$ cat src/common/btc_dec_pkg.sv
`default_nettype none

package btc_dec_pkg;

  //--------------------------------------------------
  // soft value widths
  //--------------------------------------------------

  // channel soft value
  localparam int cLLR_W  = 4;
  // extrinsic value
  localparam int cEXTR_W = 5;

  // saturation range of the extrinsic
  localparam int cEXTR_MAX = 2**(cEXTR_W-1) - 1;
  localparam int cEXTR_MIN = -(2**(cEXTR_W-1));

  // internal width for signed llr + extrinsic arithmetic
  localparam int cSAT_W = ((cLLR_W > cEXTR_W) ? cLLR_W : cEXTR_W) + 2;

  //--------------------------------------------------
  // types
  //--------------------------------------------------

  // negative means bit 1
  typedef logic signed [cLLR_W-1 : 0]  llr_t;
  typedef logic signed [cEXTR_W-1 : 0] extr_t;
  // unsigned magnitude of llr_t, -max still fits
  typedef logic        [cLLR_W-1 : 0]  mag_t;

  // word strobes
  typedef logic [2 : 0] strb_t;

  // first word of codeword, of frame when on lane 0
  localparam int cSTRB_SOF  = 0;
  // last word of codeword
  localparam int cSTRB_EOF  = 1;
  // filler bit, not counted as error
  localparam int cSTRB_MASK = 2;

endpackage

`default_nettype wire

$ cat src/comp_code/btc_dec_comp_code_lane.sv
`timescale 1ns/1ps
`default_nettype none

module btc_dec_comp_code_lane import btc_dec_pkg::*; #(
  parameter int pDEC_NUM = 8
) (
  input  wire logic  iclk,
  input  wire logic  ireset,
  input  wire logic  iclkena,
  input  wire logic  ival,
  input  wire strb_t istrb,
  input  wire llr_t  illr,
  output logic       oval,
  output strb_t      ostrb,
  output extr_t      oextr,
  output logic       obitdat,
  output logic       obiterr
);

  localparam int cIDX_W = (pDEC_NUM > 1) ? $clog2(pDEC_NUM) : 1;

  typedef logic [cIDX_W-1 : 0] idx_t;

  //--------------------------------------------------
  // input side, buffer write and min tracking
  //--------------------------------------------------

  // ping-pong codeword buffer, two halves
  llr_t  llr_buf  [2][pDEC_NUM];
  strb_t strb_buf [2][pDEC_NUM];

  logic in_sof, in_eof, in_sign;
  mag_t in_mag;
  idx_t wr_cnt, wr_idx;
  logic wr_half, rd_half;

  // running min-sum state of the loading codeword
  mag_t run_min1, run_min2, nxt_min1, nxt_min2;
  idx_t run_idx, nxt_idx;
  logic run_par, nxt_par;

  // frozen state of the draining codeword
  mag_t dr_min1, dr_min2;
  idx_t dr_idx;
  logic dr_par;
  logic drain_act;
  idx_t drain_cnt;

  always_comb begin
    in_sof  = istrb[cSTRB_SOF];
    in_eof  = istrb[cSTRB_EOF];
    wr_idx  = in_sof ? '0 : wr_cnt;
    in_sign = illr[cLLR_W-1];
    in_mag  = in_sign ? mag_t'(-illr) : mag_t'(illr);
    // first word seeds the search
    if (in_sof) begin
      nxt_min1 = in_mag;
      nxt_min2 = '1;
      nxt_idx  = '0;
      nxt_par  = in_sign;
    end else begin
      nxt_min1 = run_min1;
      nxt_min2 = run_min2;
      nxt_idx  = run_idx;
      nxt_par  = run_par ^ in_sign;
      if (in_mag < run_min1) begin
        nxt_min2 = run_min1;
        nxt_min1 = in_mag;
        nxt_idx  = wr_idx;
      end else if (in_mag < run_min2) begin
        nxt_min2 = in_mag;
      end
    end
  end

  always_ff @(posedge iclk) begin
    if (iclkena && ival) begin
      llr_buf[wr_half][wr_idx]  <= illr;
      strb_buf[wr_half][wr_idx] <= istrb;
      run_min1 <= nxt_min1;
      run_min2 <= nxt_min2;
      run_idx  <= nxt_idx;
      run_par  <= nxt_par;
      // eof word included in the frozen set
      if (in_eof) begin
        dr_min1 <= nxt_min1;
        dr_min2 <= nxt_min2;
        dr_idx  <= nxt_idx;
        dr_par  <= nxt_par;
      end
    end
  end

  // pointers and drain control
  always_ff @(posedge iclk or posedge ireset) begin
    if (ireset) begin
      wr_cnt    <= '0;
      wr_half   <= 1'b0;
      rd_half   <= 1'b0;
      drain_act <= 1'b0;
      drain_cnt <= '0;
    end else if (iclkena) begin
      if (ival) begin
        wr_cnt <= wr_idx + 1'b1;
      end
      if (ival && in_eof) begin
        // swap halves, drain the one just filled
        wr_half   <= ~wr_half;
        rd_half   <= wr_half;
        drain_act <= 1'b1;
        drain_cnt <= '0;
      end else if (drain_act) begin
        drain_cnt <= drain_cnt + 1'b1;
        if (drain_cnt == idx_t'(pDEC_NUM-1)) begin
          drain_act <= 1'b0;
        end
      end
    end
  end

  //--------------------------------------------------
  // drain side, extrinsic and decision
  //--------------------------------------------------

  llr_t  dr_llr;
  logic  dr_sign, ex_sign;
  mag_t  ex_mag;
  logic signed [cSAT_W-1 : 0] ex_wide, llr_wide, sum_wide;
  extr_t ex_sat;

  always_comb begin
    dr_llr  = llr_buf[rd_half][drain_cnt];
    dr_sign = dr_llr[cLLR_W-1];
    // exclude own magnitude from the minimum
    ex_mag  = (drain_cnt == dr_idx) ? dr_min2 : dr_min1;
    // parity of the other signs
    ex_sign = dr_par ^ dr_sign;
    ex_wide = $signed({{(cSAT_W-cLLR_W){1'b0}}, ex_mag});
    if (ex_sign) begin
      ex_wide = -ex_wide;
    end
    if (ex_wide > cEXTR_MAX) begin
      ex_sat = extr_t'(cEXTR_MAX);
    end else if (ex_wide < cEXTR_MIN) begin
      ex_sat = extr_t'(cEXTR_MIN);
    end else begin
      ex_sat = extr_t'(ex_wide);
    end
    llr_wide = dr_llr;
    // zero sum decides bit 0
    sum_wide = llr_wide + cSAT_W'(ex_sat);
  end

  always_ff @(posedge iclk or posedge ireset) begin
    if (ireset) begin
      oval <= 1'b0;
    end else if (iclkena) begin
      oval <= drain_act;
    end
  end

  always_ff @(posedge iclk) begin
    if (iclkena && drain_act) begin
      ostrb   <= strb_buf[rd_half][drain_cnt];
      oextr   <= ex_sat;
      obitdat <= sum_wide[cSAT_W-1];
      obiterr <= sum_wide[cSAT_W-1] ^ dr_sign;
    end
  end

endmodule

`default_nettype wire

$ cat src/comp_code/btc_dec_comp_code_asm.sv
`timescale 1ns/1ps
`default_nettype none

module btc_dec_comp_code_asm import btc_dec_pkg::*; #(
  parameter int pDAT_W   = 6,
  parameter int pDEC_NUM = 8
) (
  input  wire logic                 iclk,
  input  wire logic                 ireset,
  input  wire logic                 iclkena,
  input  wire logic                 ival,
  input  wire strb_t                istrb,
  input  wire logic  [pDAT_W-1 : 0] idat,
  output logic                      oval,
  output strb_t                     ostrb,
  output logic       [pDAT_W-1 : 0] odat [pDEC_NUM]
);

  localparam int cIDX_W = (pDEC_NUM > 1) ? $clog2(pDEC_NUM) : 1;

  logic [cIDX_W-1 : 0] wr_cnt, wr_idx;

  //--------------------------------------------------
  // slot index
  //--------------------------------------------------

  // sof restarts the vector
  assign wr_idx = istrb[cSTRB_SOF] ? '0 : wr_cnt;

  always_ff @(posedge iclk or posedge ireset) begin
    if (ireset) begin
      wr_cnt <= '0;
      oval   <= 1'b0;
    end else if (iclkena) begin
      if (ival) begin
        wr_cnt <= wr_idx + 1'b1;
      end
      // one cycle pulse after the last word
      oval <= ival & istrb[cSTRB_EOF];
    end
  end

  //--------------------------------------------------
  // vector slots
  //--------------------------------------------------

  // next sof lands after the pulse, vector stays stable
  always_ff @(posedge iclk) begin
    if (iclkena && ival) begin
      odat[wr_idx] <= idat;
      // keep the codeword's first strobe
      if (istrb[cSTRB_SOF]) begin
        ostrb <= istrb;
      end
    end
  end

endmodule

`default_nettype wire

$ cat src/comp_code/btc_dec_comp_code_sink.sv
`timescale 1ns/1ps
`default_nettype none

module btc_dec_comp_code_sink import btc_dec_pkg::*; #(
  parameter int pERR_W   = 16,
  parameter int pDEC_NUM = 8
) (
  input  wire logic                   iclk,
  input  wire logic                   ireset,
  input  wire logic                   iclkena,
  input  wire logic                   irow_mode,
  input  wire logic  [pDEC_NUM-1 : 0] ival,
  input  wire strb_t                  istrb [pDEC_NUM],
  input  wire extr_t                  iextr [pDEC_NUM],
  input  wire logic  [pDEC_NUM-1 : 0] ibitdat,
  input  wire logic  [pDEC_NUM-1 : 0] ibiterr,
  output logic                        oval,
  output strb_t                       ostrb,
  output extr_t                       olextr [pDEC_NUM],
  output logic       [pDEC_NUM-1 : 0] obitdat,
  output logic       [pERR_W-1 : 0]   obiterr
);

  // extrinsic plus decision bit
  localparam int cASM_W = cEXTR_W + 1;

  logic [pDEC_NUM-1 : 0] asm_val;
  strb_t                 asm_strb [pDEC_NUM];
  logic [cASM_W-1 : 0]   asm_dat  [pDEC_NUM][pDEC_NUM];

  strb_t                 sel_strb;
  logic [cASM_W-1 : 0]   sel_dat  [pDEC_NUM];

  //--------------------------------------------------
  // per lane vector assemblers
  //--------------------------------------------------

  for (genvar g = 0; g < pDEC_NUM; g++) begin : gen_asm
    btc_dec_comp_code_asm #(
      .pDAT_W   (cASM_W),
      .pDEC_NUM (pDEC_NUM)
    ) asm_i (
      .iclk    (iclk),
      .ireset  (ireset),
      .iclkena (iclkena),
      .ival    (ival[g]),
      .istrb   (istrb[g]),
      .idat    ({ibitdat[g], iextr[g]}),
      .oval    (asm_val[g]),
      .ostrb   (asm_strb[g]),
      .odat    (asm_dat[g])
    );
  end

  // highest finished lane wins
  always_comb begin
    sel_strb = asm_strb[0];
    sel_dat  = asm_dat[0];
    for (int i = 1; i < pDEC_NUM; i++) begin
      if (asm_val[i]) begin
        sel_strb = asm_strb[i];
        sel_dat  = asm_dat[i];
      end
    end
  end

  //--------------------------------------------------
  // output mux
  //--------------------------------------------------

  always_ff @(posedge iclk or posedge ireset) begin
    if (ireset) begin
      oval <= 1'b0;
    end else if (iclkena) begin
      // row: any vector done, column: lockstep lane 0
      oval <= irow_mode ? (|asm_val) : ival[0];
    end
  end

  always_ff @(posedge iclk) begin
    if (iclkena) begin
      if (irow_mode) begin
        ostrb <= sel_strb;
        for (int b = 0; b < pDEC_NUM; b++) begin
          {obitdat[b], olextr[b]} <= sel_dat[b];
        end
      end else begin
        // column bypass
        ostrb   <= istrb[0];
        olextr  <= iextr;
        obitdat <= ibitdat;
      end
    end
  end

  //--------------------------------------------------
  // frame bit error counter
  //--------------------------------------------------

  logic [pDEC_NUM-1 : 0] err_ok;

  always_comb begin
    for (int i = 0; i < pDEC_NUM; i++) begin
      err_ok[i] = ~istrb[i][cSTRB_MASK];
    end
  end

  function automatic logic [pERR_W-1 : 0] popcount(input logic [pDEC_NUM-1 : 0] v);
    logic [pERR_W-1 : 0] acc;
    acc = '0;
    for (int i = 0; i < pDEC_NUM; i++) begin
      acc = acc + v[i];
    end
    return acc;
  endfunction

  always_ff @(posedge iclk or posedge ireset) begin
    if (ireset) begin
      obiterr <= '0;
    end else if (iclkena) begin
      // sof on lane 0 opens a new frame
      if (ival[0] && istrb[0][cSTRB_SOF]) begin
        obiterr <= popcount(ibiterr & ival);
      end else if (|ival) begin
        obiterr <= obiterr + popcount(ibiterr & ival & err_ok);
      end
    end
  end

endmodule

`default_nettype wire

$ cat src/source/btc_dec_comp_code_top.sv
`timescale 1ns/1ps
`default_nettype none

module btc_dec_comp_code_top import btc_dec_pkg::*; #(
  parameter int pDEC_NUM = 8,
  parameter int pERR_W   = 16
) (
  input  wire logic                   iclk,
  input  wire logic                   ireset,
  input  wire logic                   iclkena,
  input  wire logic                   irow_mode,
  input  wire logic  [pDEC_NUM-1 : 0] ival,
  input  wire strb_t                  istrb [pDEC_NUM],
  input  wire llr_t                   illr  [pDEC_NUM],
  output logic                        oval,
  output strb_t                       ostrb,
  output extr_t                       olextr [pDEC_NUM],
  output logic       [pDEC_NUM-1 : 0] obitdat,
  output logic       [pERR_W-1 : 0]   obiterr
);

  //--------------------------------------------------
  // lane decoders
  //--------------------------------------------------

  logic [pDEC_NUM-1 : 0] lane_val;
  strb_t                 lane_strb [pDEC_NUM];
  extr_t                 lane_extr [pDEC_NUM];
  logic [pDEC_NUM-1 : 0] lane_bitdat;
  logic [pDEC_NUM-1 : 0] lane_biterr;

  // one codeword per lane
  for (genvar g = 0; g < pDEC_NUM; g++) begin : gen_lane
    btc_dec_comp_code_lane #(
      .pDEC_NUM (pDEC_NUM)
    ) lane_i (
      .iclk    (iclk),
      .ireset  (ireset),
      .iclkena (iclkena),
      .ival    (ival[g]),
      .istrb   (istrb[g]),
      .illr    (illr[g]),
      .oval    (lane_val[g]),
      .ostrb   (lane_strb[g]),
      .oextr   (lane_extr[g]),
      .obitdat (lane_bitdat[g]),
      .obiterr (lane_biterr[g])
    );
  end

  //--------------------------------------------------
  // sink, column bypass or row vectors
  //--------------------------------------------------

  btc_dec_comp_code_sink #(
    .pERR_W   (pERR_W),
    .pDEC_NUM (pDEC_NUM)
  ) sink_i (
    .iclk      (iclk),
    .ireset    (ireset),
    .iclkena   (iclkena),
    .irow_mode (irow_mode),
    .ival      (lane_val),
    .istrb     (lane_strb),
    .iextr     (lane_extr),
    .ibitdat   (lane_bitdat),
    .ibiterr   (lane_biterr),
    .oval      (oval),
    .ostrb     (ostrb),
    .olextr    (olextr),
    .obitdat   (obitdat),
    .obiterr   (obiterr)
  );

endmodule

`default_nettype wire

$ cat config.mk
export PLATFORM = sky130hd
export DESIGN_NAME = btc_dec_comp_code_top
export DESIGN_NICKNAME = d
export VERILOG_FILES = /design/src/common/btc_dec_pkg.sv /design/src/comp_code/btc_dec_comp_code_lane.sv /design/src/comp_code/btc_dec_comp_code_asm.sv /design/src/comp_code/btc_dec_comp_code_sink.sv /design/src/source/btc_dec_comp_code_top.sv
export SDC_FILE = /design/constraint.sdc
export NUM_CORES = 2
export LEC_CHECK = 0
export BUFFER_PORTS_ARGS = -buffer_cell sky130_fd_sc_hd__buf_2
export CAP_MARGIN = 20
export CORE_MARGIN = 5
export CORE_UTILIZATION = 50
export DETAILED_ROUTE_END_ITERATION = 8
export HOLD_SLACK_MARGIN = 0.12
export PLACE_DENSITY = 0.66
export REMOVE_ABC_BUFFERS = 1
export SYNTH_ARGS = -nofsm -noshare
export SYNTH_HDL_FRONTEND = slang
export SYNTH_SLANG_ARGS = --single-unit
$ cat constraint.sdc
create_clock -name iclk -period 13.1 [get_ports iclk]
set_input_delay 2.62 -clock iclk [delete_from_list [all_inputs] [get_ports iclk]]
set_output_delay 2.62 -clock iclk [all_outputs]
set_load 0.01 [all_outputs]
# == Yosys cells after proc, flatten, opt, wreduce, memory -nomap -nowiden ==
# Memories as Yosys holds them, arrays and structs flattened.
# Cells that the tools add are included.
# totals
mem_bits_rw,896
memories,16
word_cells,902
in_bits,68
output_inout_bits,68
ff_bits,852
# classes
add_sub_neg,63
n_eq_ne,16
bitwise,74
n_reduce_logical,109
order_cmp,72
mux,308
# memory_table
memory,words,width,rd,rd_clocked_by_memory_dff,write_ports,line,rtl
gen_lane[0].lane_i.llr_buf,2,32,1,0,1,btc_dec_comp_code_lane.sv:29,llr_t llr_buf [2][pDEC_NUM];
gen_lane[1].lane_i.llr_buf,2,32,1,0,1,btc_dec_comp_code_lane.sv:29,
gen_lane[2].lane_i.llr_buf,2,32,1,0,1,btc_dec_comp_code_lane.sv:29,
gen_lane[3].lane_i.llr_buf,2,32,1,0,1,btc_dec_comp_code_lane.sv:29,
gen_lane[4].lane_i.llr_buf,2,32,1,0,1,btc_dec_comp_code_lane.sv:29,
gen_lane[5].lane_i.llr_buf,2,32,1,0,1,btc_dec_comp_code_lane.sv:29,
+10 memories,n/a,n/a,n/a,n/a,n/a,n/a,
# op_table
cell,n
bitwise mux 48 bit,8
two-way mux 48 bit,7
two-way mux 4 bit,80
two-way mux 32 bit,8
two-way mux 3 bit,80
adder 16 x 1 -> 16 bit,12
two-way mux 24 bit,8
demux 6 bit (select 3 bit),8
AND reduction 2 bit,49
binary-select mux 4 bit (select 3 bit),8
demux 4 bit (select 3 bit),8
>= comparator 4 bit (second input constant),24
inverter 3 -> 4 bit,24
two-way mux 5 bit,16
adder 3 x 1 -> 3 bit (second input constant),24
binary-select mux 3 bit (select 3 bit),8
demux 3 bit (select 3 bit),8
less-than comparator 4 x 1 -> 1 bit (second input constant),16
less-than comparator 4 bit,16
greater-than comparator 7 x 5 -> 1 bit (second input constant),8
less-than comparator 7 x 5 -> 1 bit (second input constant),8
two-way mux 7 bit,8
negation 4 -> 7 bit,8
logical AND 1 bit,49
other kinds (17),149

# == Logic depth before layout (Yosys ltp) ==
# depth
word_depth,12
ltp_mapped,19
ltp_nobuf,18

# == Hierarchy ==
# A second synthesis with hierarchy kept.
# unflattened
cells_unflattened,4468
area_unflattened_um2,74159.9
# by_module_without_submodules
module,instances,area_per_inst_um2,cells_each,seq_area_each_um2
btc_dec_comp_code_lane at gen_lane[1].lane_i ...,4,6631.4,373,4634.4
btc_dec_comp_code_asm,8,1809.2,88,1601.5
btc_dec_comp_code_lane at gen_lane[7].lane_i,1,6685.2,383,4634.4
btc_dec_comp_code_lane at gen_lane[6].lane_i,1,6661.4,378,4634.4
btc_dec_comp_code_lane at gen_lane[0].lane_i,1,6660.1,378,4634.4
btc_dec_comp_code_lane at gen_lane[5].lane_i,1,6650.1,381,4634.4
btc_dec_comp_code_sink,1,6503.7,752,1956.9

# == Worst setup path after synthesis ==
# Ideal clock, no wire load.
# synth_path
kind,input to register
from,input illr[28] (netlist name)
to,"register gen_lane[0].lane_i.dr_min2[1], data pin"
path_slack_ns,8.269
path_buffers,1
required_time_ns,12.837
arrival_time_ns,4.568
setup_time_ns,0.263
cell_stages,11
cell_sequence,inv_1 ha_1 nand2_1 o21ai_0 ha_1 a21o_1 a21o_1 a21oi_1 buf_1 a211oi_1 a211o_1
# synth_via
elab_chain_len,6
word_cells_on_any_way,7
classes_between,add/sub: 1; order compare: 2; mux: 4
# synth_lines
element,line,rtl
"start, declared",btc_dec_comp_code_top.sv:14,"input wire llr_t illr [pDEC_NUM],"
negation 4 bit,btc_dec_comp_code_lane.sv:54,in_mag = in_sign ? mag_t'(-illr) : mag_t'(illr);
two-way mux 4 bit *,btc_dec_comp_code_lane.sv:54,
less-than comparator 4 bit,btc_dec_comp_code_lane.sv:70,end else if (in_mag < run_min2) begin
two-way mux 4 bit,btc_dec_comp_code_lane.sv:70,
two-way mux 4 bit *,btc_dec_comp_code_lane.sv:66,if (in_mag < run_min1) begin
two-way mux 4 bit *,btc_dec_comp_code_lane.sv:56,if (in_sof) begin
via gen_lane[0].lane_i.nxt_min2[1],btc_dec_comp_code_lane.sv:38,"mag_t run_min1, run_min2, nxt_min1, nxt_min2;"
"end signal, assigned",btc_dec_comp_code_lane.sv:87,dr_min2 <= nxt_min2;
"end, declared",btc_dec_comp_code_lane.sv:43,"mag_t dr_min1, dr_min2;"
# Mark *: on every way through the listed nets, which the timed path passes. The rest lies on a longest branch.
# A chain may end at the register's enable or synchronous reset.

# == Worst setup path in the final report ==
# layout_path
from,register gen_lane[1].lane_i.oval
to,register sink_i.obiterr[14]
# layout_via
elab_chain_len,12
word_cells_on_any_way,22
classes_between,add/sub: 15; mux: 2; bitwise: 2; reduce/logical: 3
# layout_lines
element,line,rtl
"start, declared",btc_dec_comp_code_lane.sv:13,"output logic oval,"
"start signal, assigned",btc_dec_comp_code_lane.sv:158,oval <= drain_act;
bitwise AND 8 bit,"btc_dec_comp_code_sink.sv:123, btc_dec_comp_code_sink.sv:125",
bitwise AND 8 bit,btc_dec_comp_code_sink.sv:125,obiterr <= obiterr + popcount(ibiterr & ival & err_ok);
adder 1 x 1 -> 2 bit,btc_dec_comp_code_sink.sv:112,acc = acc + v[i];
adder 16 x 1 -> 16 bit (6 in series),btc_dec_comp_code_sink.sv:112,
adder 16 bit,btc_dec_comp_code_sink.sv:125,
two-way mux 16 bit,btc_dec_comp_code_sink.sv:124,end else if (|ival) begin
two-way mux 16 bit,btc_dec_comp_code_sink.sv:122,if (ival[0] && istrb[0][cSTRB_SOF]) begin
"end signal, assigned",btc_dec_comp_code_sink.sv:123,obiterr <= popcount(ibiterr & ival);
"end signal, assigned",btc_dec_comp_code_sink.sv:125,
"end, declared",btc_dec_comp_code_sink.sv:21,output logic [pERR_W-1 : 0] obiterr
# Parallel ways exist; a longest one is shown, timed or not. The select of a mux whose other input is x is not followed.

==> flow_metrics.tcl <==
set metrics [dict create \
    antenna_found_initial 8 \
    synthSimpleGateAreaFrac_pct 7.292 \
    vias 40550 \
    status "finished clean" \
    die_y_um 393.3 \
    cp-start-kind "register" \
    synth_area_um2 73460 \
    arrival_ns 5.94 \
    grt_pass1_wl_mm 258.5 \
    port_buffers 135 \
    synth_most_common_cell "edfxtp_1" \
    rsz0062_at_grt "no" \
    yosysWarnings 0 \
    crit_path_max_incr_delay_ns 0.61 \
    grt_max_degree 99 \
    die_x_um 393.3 \
    pin_count 136 \
    htreeDepth 4 \
    synth-edff-count 1619 \
    fillers 11170 \
    synth_compound_area_share_pct 6.021 \
    cts_buffers 177 \
    endpoint_kind "register" \
    period_needed_ns 5.285 \
    maxCapViolCount 0 \
    drt_iter0_drc 3990 \
    p_leak_nw 28.59 \
    post-place-ws_ns 7.149 \
    synth_top_family_by_area "multiplexers" \
    final_util_pct 56.34 \
    max_freq_ghz 0.1892 \
    cts_hold_buf 0 \
    whs_ns 0.4470 \
    coreArea_um2 145900 \
    finalHoldViolCount 0 \
    slowest_stage "dfrtp_1" \
    cellPowerDensity_nw_per_um2 214.5 \
    synth_xor_area_share_pct 1.099 \
    setup_ws_ns 7.815 \
    cts_resized 0 \
    root_buffer "clkbuf_16" \
    crit_chain "and2_1 -> nor2b_1 -> ha_1 -> inv_1 -> fa_1 -> fa_1 -> fa_1 -> inv_1 -> ha_1 -> inv_1 -> fa_1 -> nor2b_1 -> o21a_1 -> o21ai_0 -> a21oi_1 -> nand3_1 -> xor2_1 -> nor2_1" \
    relSlewSlack_pct 24.83 \
    clk_path_buf_depth 3 \
    finalSetupTns_ns 0 \
    route.detailed.drc 0 \
    yosysUniqueCellTypes 67 \
    gp_congestion 0.8418 \
    async_flop_share_pct 7.380 \
    clkLatencyLatePin_ns 0.81 \
    crit_required_ns 13.76 \
    tightest_slew_ns 1.119 \
    ys_top_cells_by_count "1619 x edfxtp_1, 543 x nor2_1, 285 x nand2_1" \
    synthCells 4629 \
    path_max_fanout 6 \
    crit_type "register to register" \
    fin_crit_sh_pct 40.35 \
    dp_cells 6528 \
    dieArea_um2 154700 \
    synth.area.top_cells "edfxtp_1 66%, mux4_2 7.8%, dfrtp_1 4.4%, nor2_1 2.8%, ha_1 2.4%" \
    synthAdderAreaFrac_pct 2.654 \
    nNetsFinal 5016 \
    grt_pass1_vias 39840 \
    viasPerCell 5.904 \
    stdcell_count 6868 \
    synth_flop_cell "edfxtp_1" \
    slew_violations 0 \
    clk_pin_slew_ns 0.06 \
    routedWlPerCell_um 25.12 \
    peakVddDrop_mv 0.1169 \
    design_area_um2 82210 \
    clock_sinks 1748 \
    synth_top_cell_by_area "edfxtp_1" \
    synth_top_area_share_pct 66.18 \
    power_mw 17.64 \
    cp_top_family "adder cells" \
    synth_mux_area_share_pct 10.59 \
    fin_skew_ns 0.02416 \
    dpl.hpwl_mm 113.3 \
    grt_usage_pct 22.06 \
    postCtsSetupBuffers 0 \
    seq_area_frac_synth_pct 70.58 \
    setup_viol 0 \
    dpl_cell_area_um2 76090 \
    overflow 0 \
    hold_path.class "register to register" \
    ant_nets 0 \
    syn_avg_cell_area_um2 15.87 \
    drive_gt1_share_pct 15.66 \
    cts_tree "built" \
    syn_to_final_growth_pct 11.91 \
    initial_core_util_pct 50.34 \
    critPathBufInv 3 \
    critPathMostFrequentCell "fa_1" \
    synth_seq_cells 1748 \
    rows 140 \
    drt_wl_total_mm 172.5 \
    first_pass_iters 6 \
]
kinds of logic (layout without fill, tap and decap cells):
logic type | count (synthesis) | after routing
AOI/OAI and AO/OA | 666 | 666
xor gates and xnor gates | 87 | 87
adders and majority gates | 151 | 151
buffers and inverters | 338 | 658
DFF | 1748 | 1748
muxes | 451 | 451
other | 0 | 2
and+or+nand+nor | 1188 | 1188
routing by layer:
layer | wire [um] | track usage (%) | vias up
li1 | - | - | 18180
met1 | 73490 | 31.50 | 20560
met2 | 81500 | 34.83 | 1529
met3 | 12360 | 4.150 | 286
met4 | 5163 | 6.819 | 2
met5 | 13 | 0 | -
cell usage in the layout (no fill, tap or decap), types with 13 or more instances in the layout:
cell,count
o22a_1,16
clkbuf_8,21
nand2b_1,69
and3_1,14
o21ai_0,111
nor2b_1,97
edfxtp_1,1619
o31ai_1,61
mux4_2,255
clkbuf_16,187
and2_1,13
clkbuf_1,37
buf_2,135
nand2_1,284
buf_4,34
a21o_1,32
nand3_1,38
bufinv_16,16
xnor2_1,61
dfrtp_1,120
clkinv_1,22
inv_1,147
a211oi_1,80
ha_1,143
a22o_1,30
o311a_1,50
xor2_1,20
clkinv_2,26
nor3_1,40
mux2_2,28
a21oi_1,199
mux2i_1,165
nor2_1,543
a211o_1,16
registers in the layout, indices dropped and copies added, names as in the netlist, 16 cells and up:
signal / flops
sink_i.obiterr: 16
gen_lane.lane_i.wr_cnt: 24
gen_lane.lane_i.run_idx: 24
gen_lane.lane_i.dr_min1: 32
gen_lane.lane_i.llr_buf: 512
sink_i.olextr: 40
sink_i.gen_asm.asm_i.wr_cnt: 24
sink_i.gen_asm.asm_i.ostrb: 16
gen_lane.lane_i.oextr: 40
gen_lane.lane_i.run_min1: 32
gen_lane.lane_i.dr_idx: 24
gen_lane.lane_i.strb_buf: 384
sink_i.gen_asm.asm_i.odat: 384
gen_lane.lane_i.ostrb: 24
gen_lane.lane_i.dr_min2: 32
gen_lane.lane_i.drain_cnt: 24
gen_lane.lane_i.run_min2: 32
worst paths after layout:
| check | start | endpoint | slack, ns | cells after the start |
|---|---|---|---|---|
| setup / recovery | gen_lane[1].lane_i.oval | sink_i.obiterr[14] | 7.81 | 18 |
| hold / removal | gen_lane[7].lane_i.ostrb[2] | sink_i.gen_asm[7].asm_i.ostrb[2] | 0.45 | 0 |
| hold reg to reg | gen_lane[7].lane_i.ostrb[2] | sink_i.gen_asm[7].asm_i.ostrb[2] | 0.45 | 0 |
| min in group asynchronous | ireset | gen_lane[4].lane_i.wr_cnt[2] | 1.83 | 2 |
| setup reg to reg | gen_lane[1].lane_i.oval | sink_i.obiterr[14] | 7.81 | 18 |
| max in group asynchronous | ireset | gen_lane[5].lane_i.drain_cnt[0] | 10.05 | 3 |
where the power goes:
| group | switching [mW] | internal [mW] | total, mW |
|---|---|---|---|
| logic | 2.56 | 2.02 | 4.59 |
| clock network | 2.14 | 3.05 | 5.19 |
| registers | 0.890 | 6.97 | 7.86 |
layout make-up:
| class | instances | area (um2) | share of cell area (%) |
|---|---|---|---|
| flip-flops and latches | 1748 | 51860 | 63.08 |
| multi-input cells | 2543 | 20330 | 24.73 |
| clock buffers | 245 | 5107 | 6.213 |
| well taps | 1917 | 2399 | 2.918 |
| repair buffers | 177 | 1007 | 1.225 |
| clock inverters | 86 | 935.9 | 1.138 |
| inverters | 150 | 568.0 | 0.6910 |
| diodes | 2 | 5.005 | 0.006088 |
worst register-to-register path, delay by kind of cell (launching register included):
| family | cells | cell delay [ns] |
|---|---|---|
| fa+ha+maj | 6 | 2.33 |
| buf+inv | 3 | 0.21 |
| compound gates | 3 | 0.59 |
| flops | 1 | 0.61 |
| xor+xnor | 1 | 0.15 |
| simple gates | 5 | 1.25 |
No activity file was read; power rests on OpenSTA's default activity.
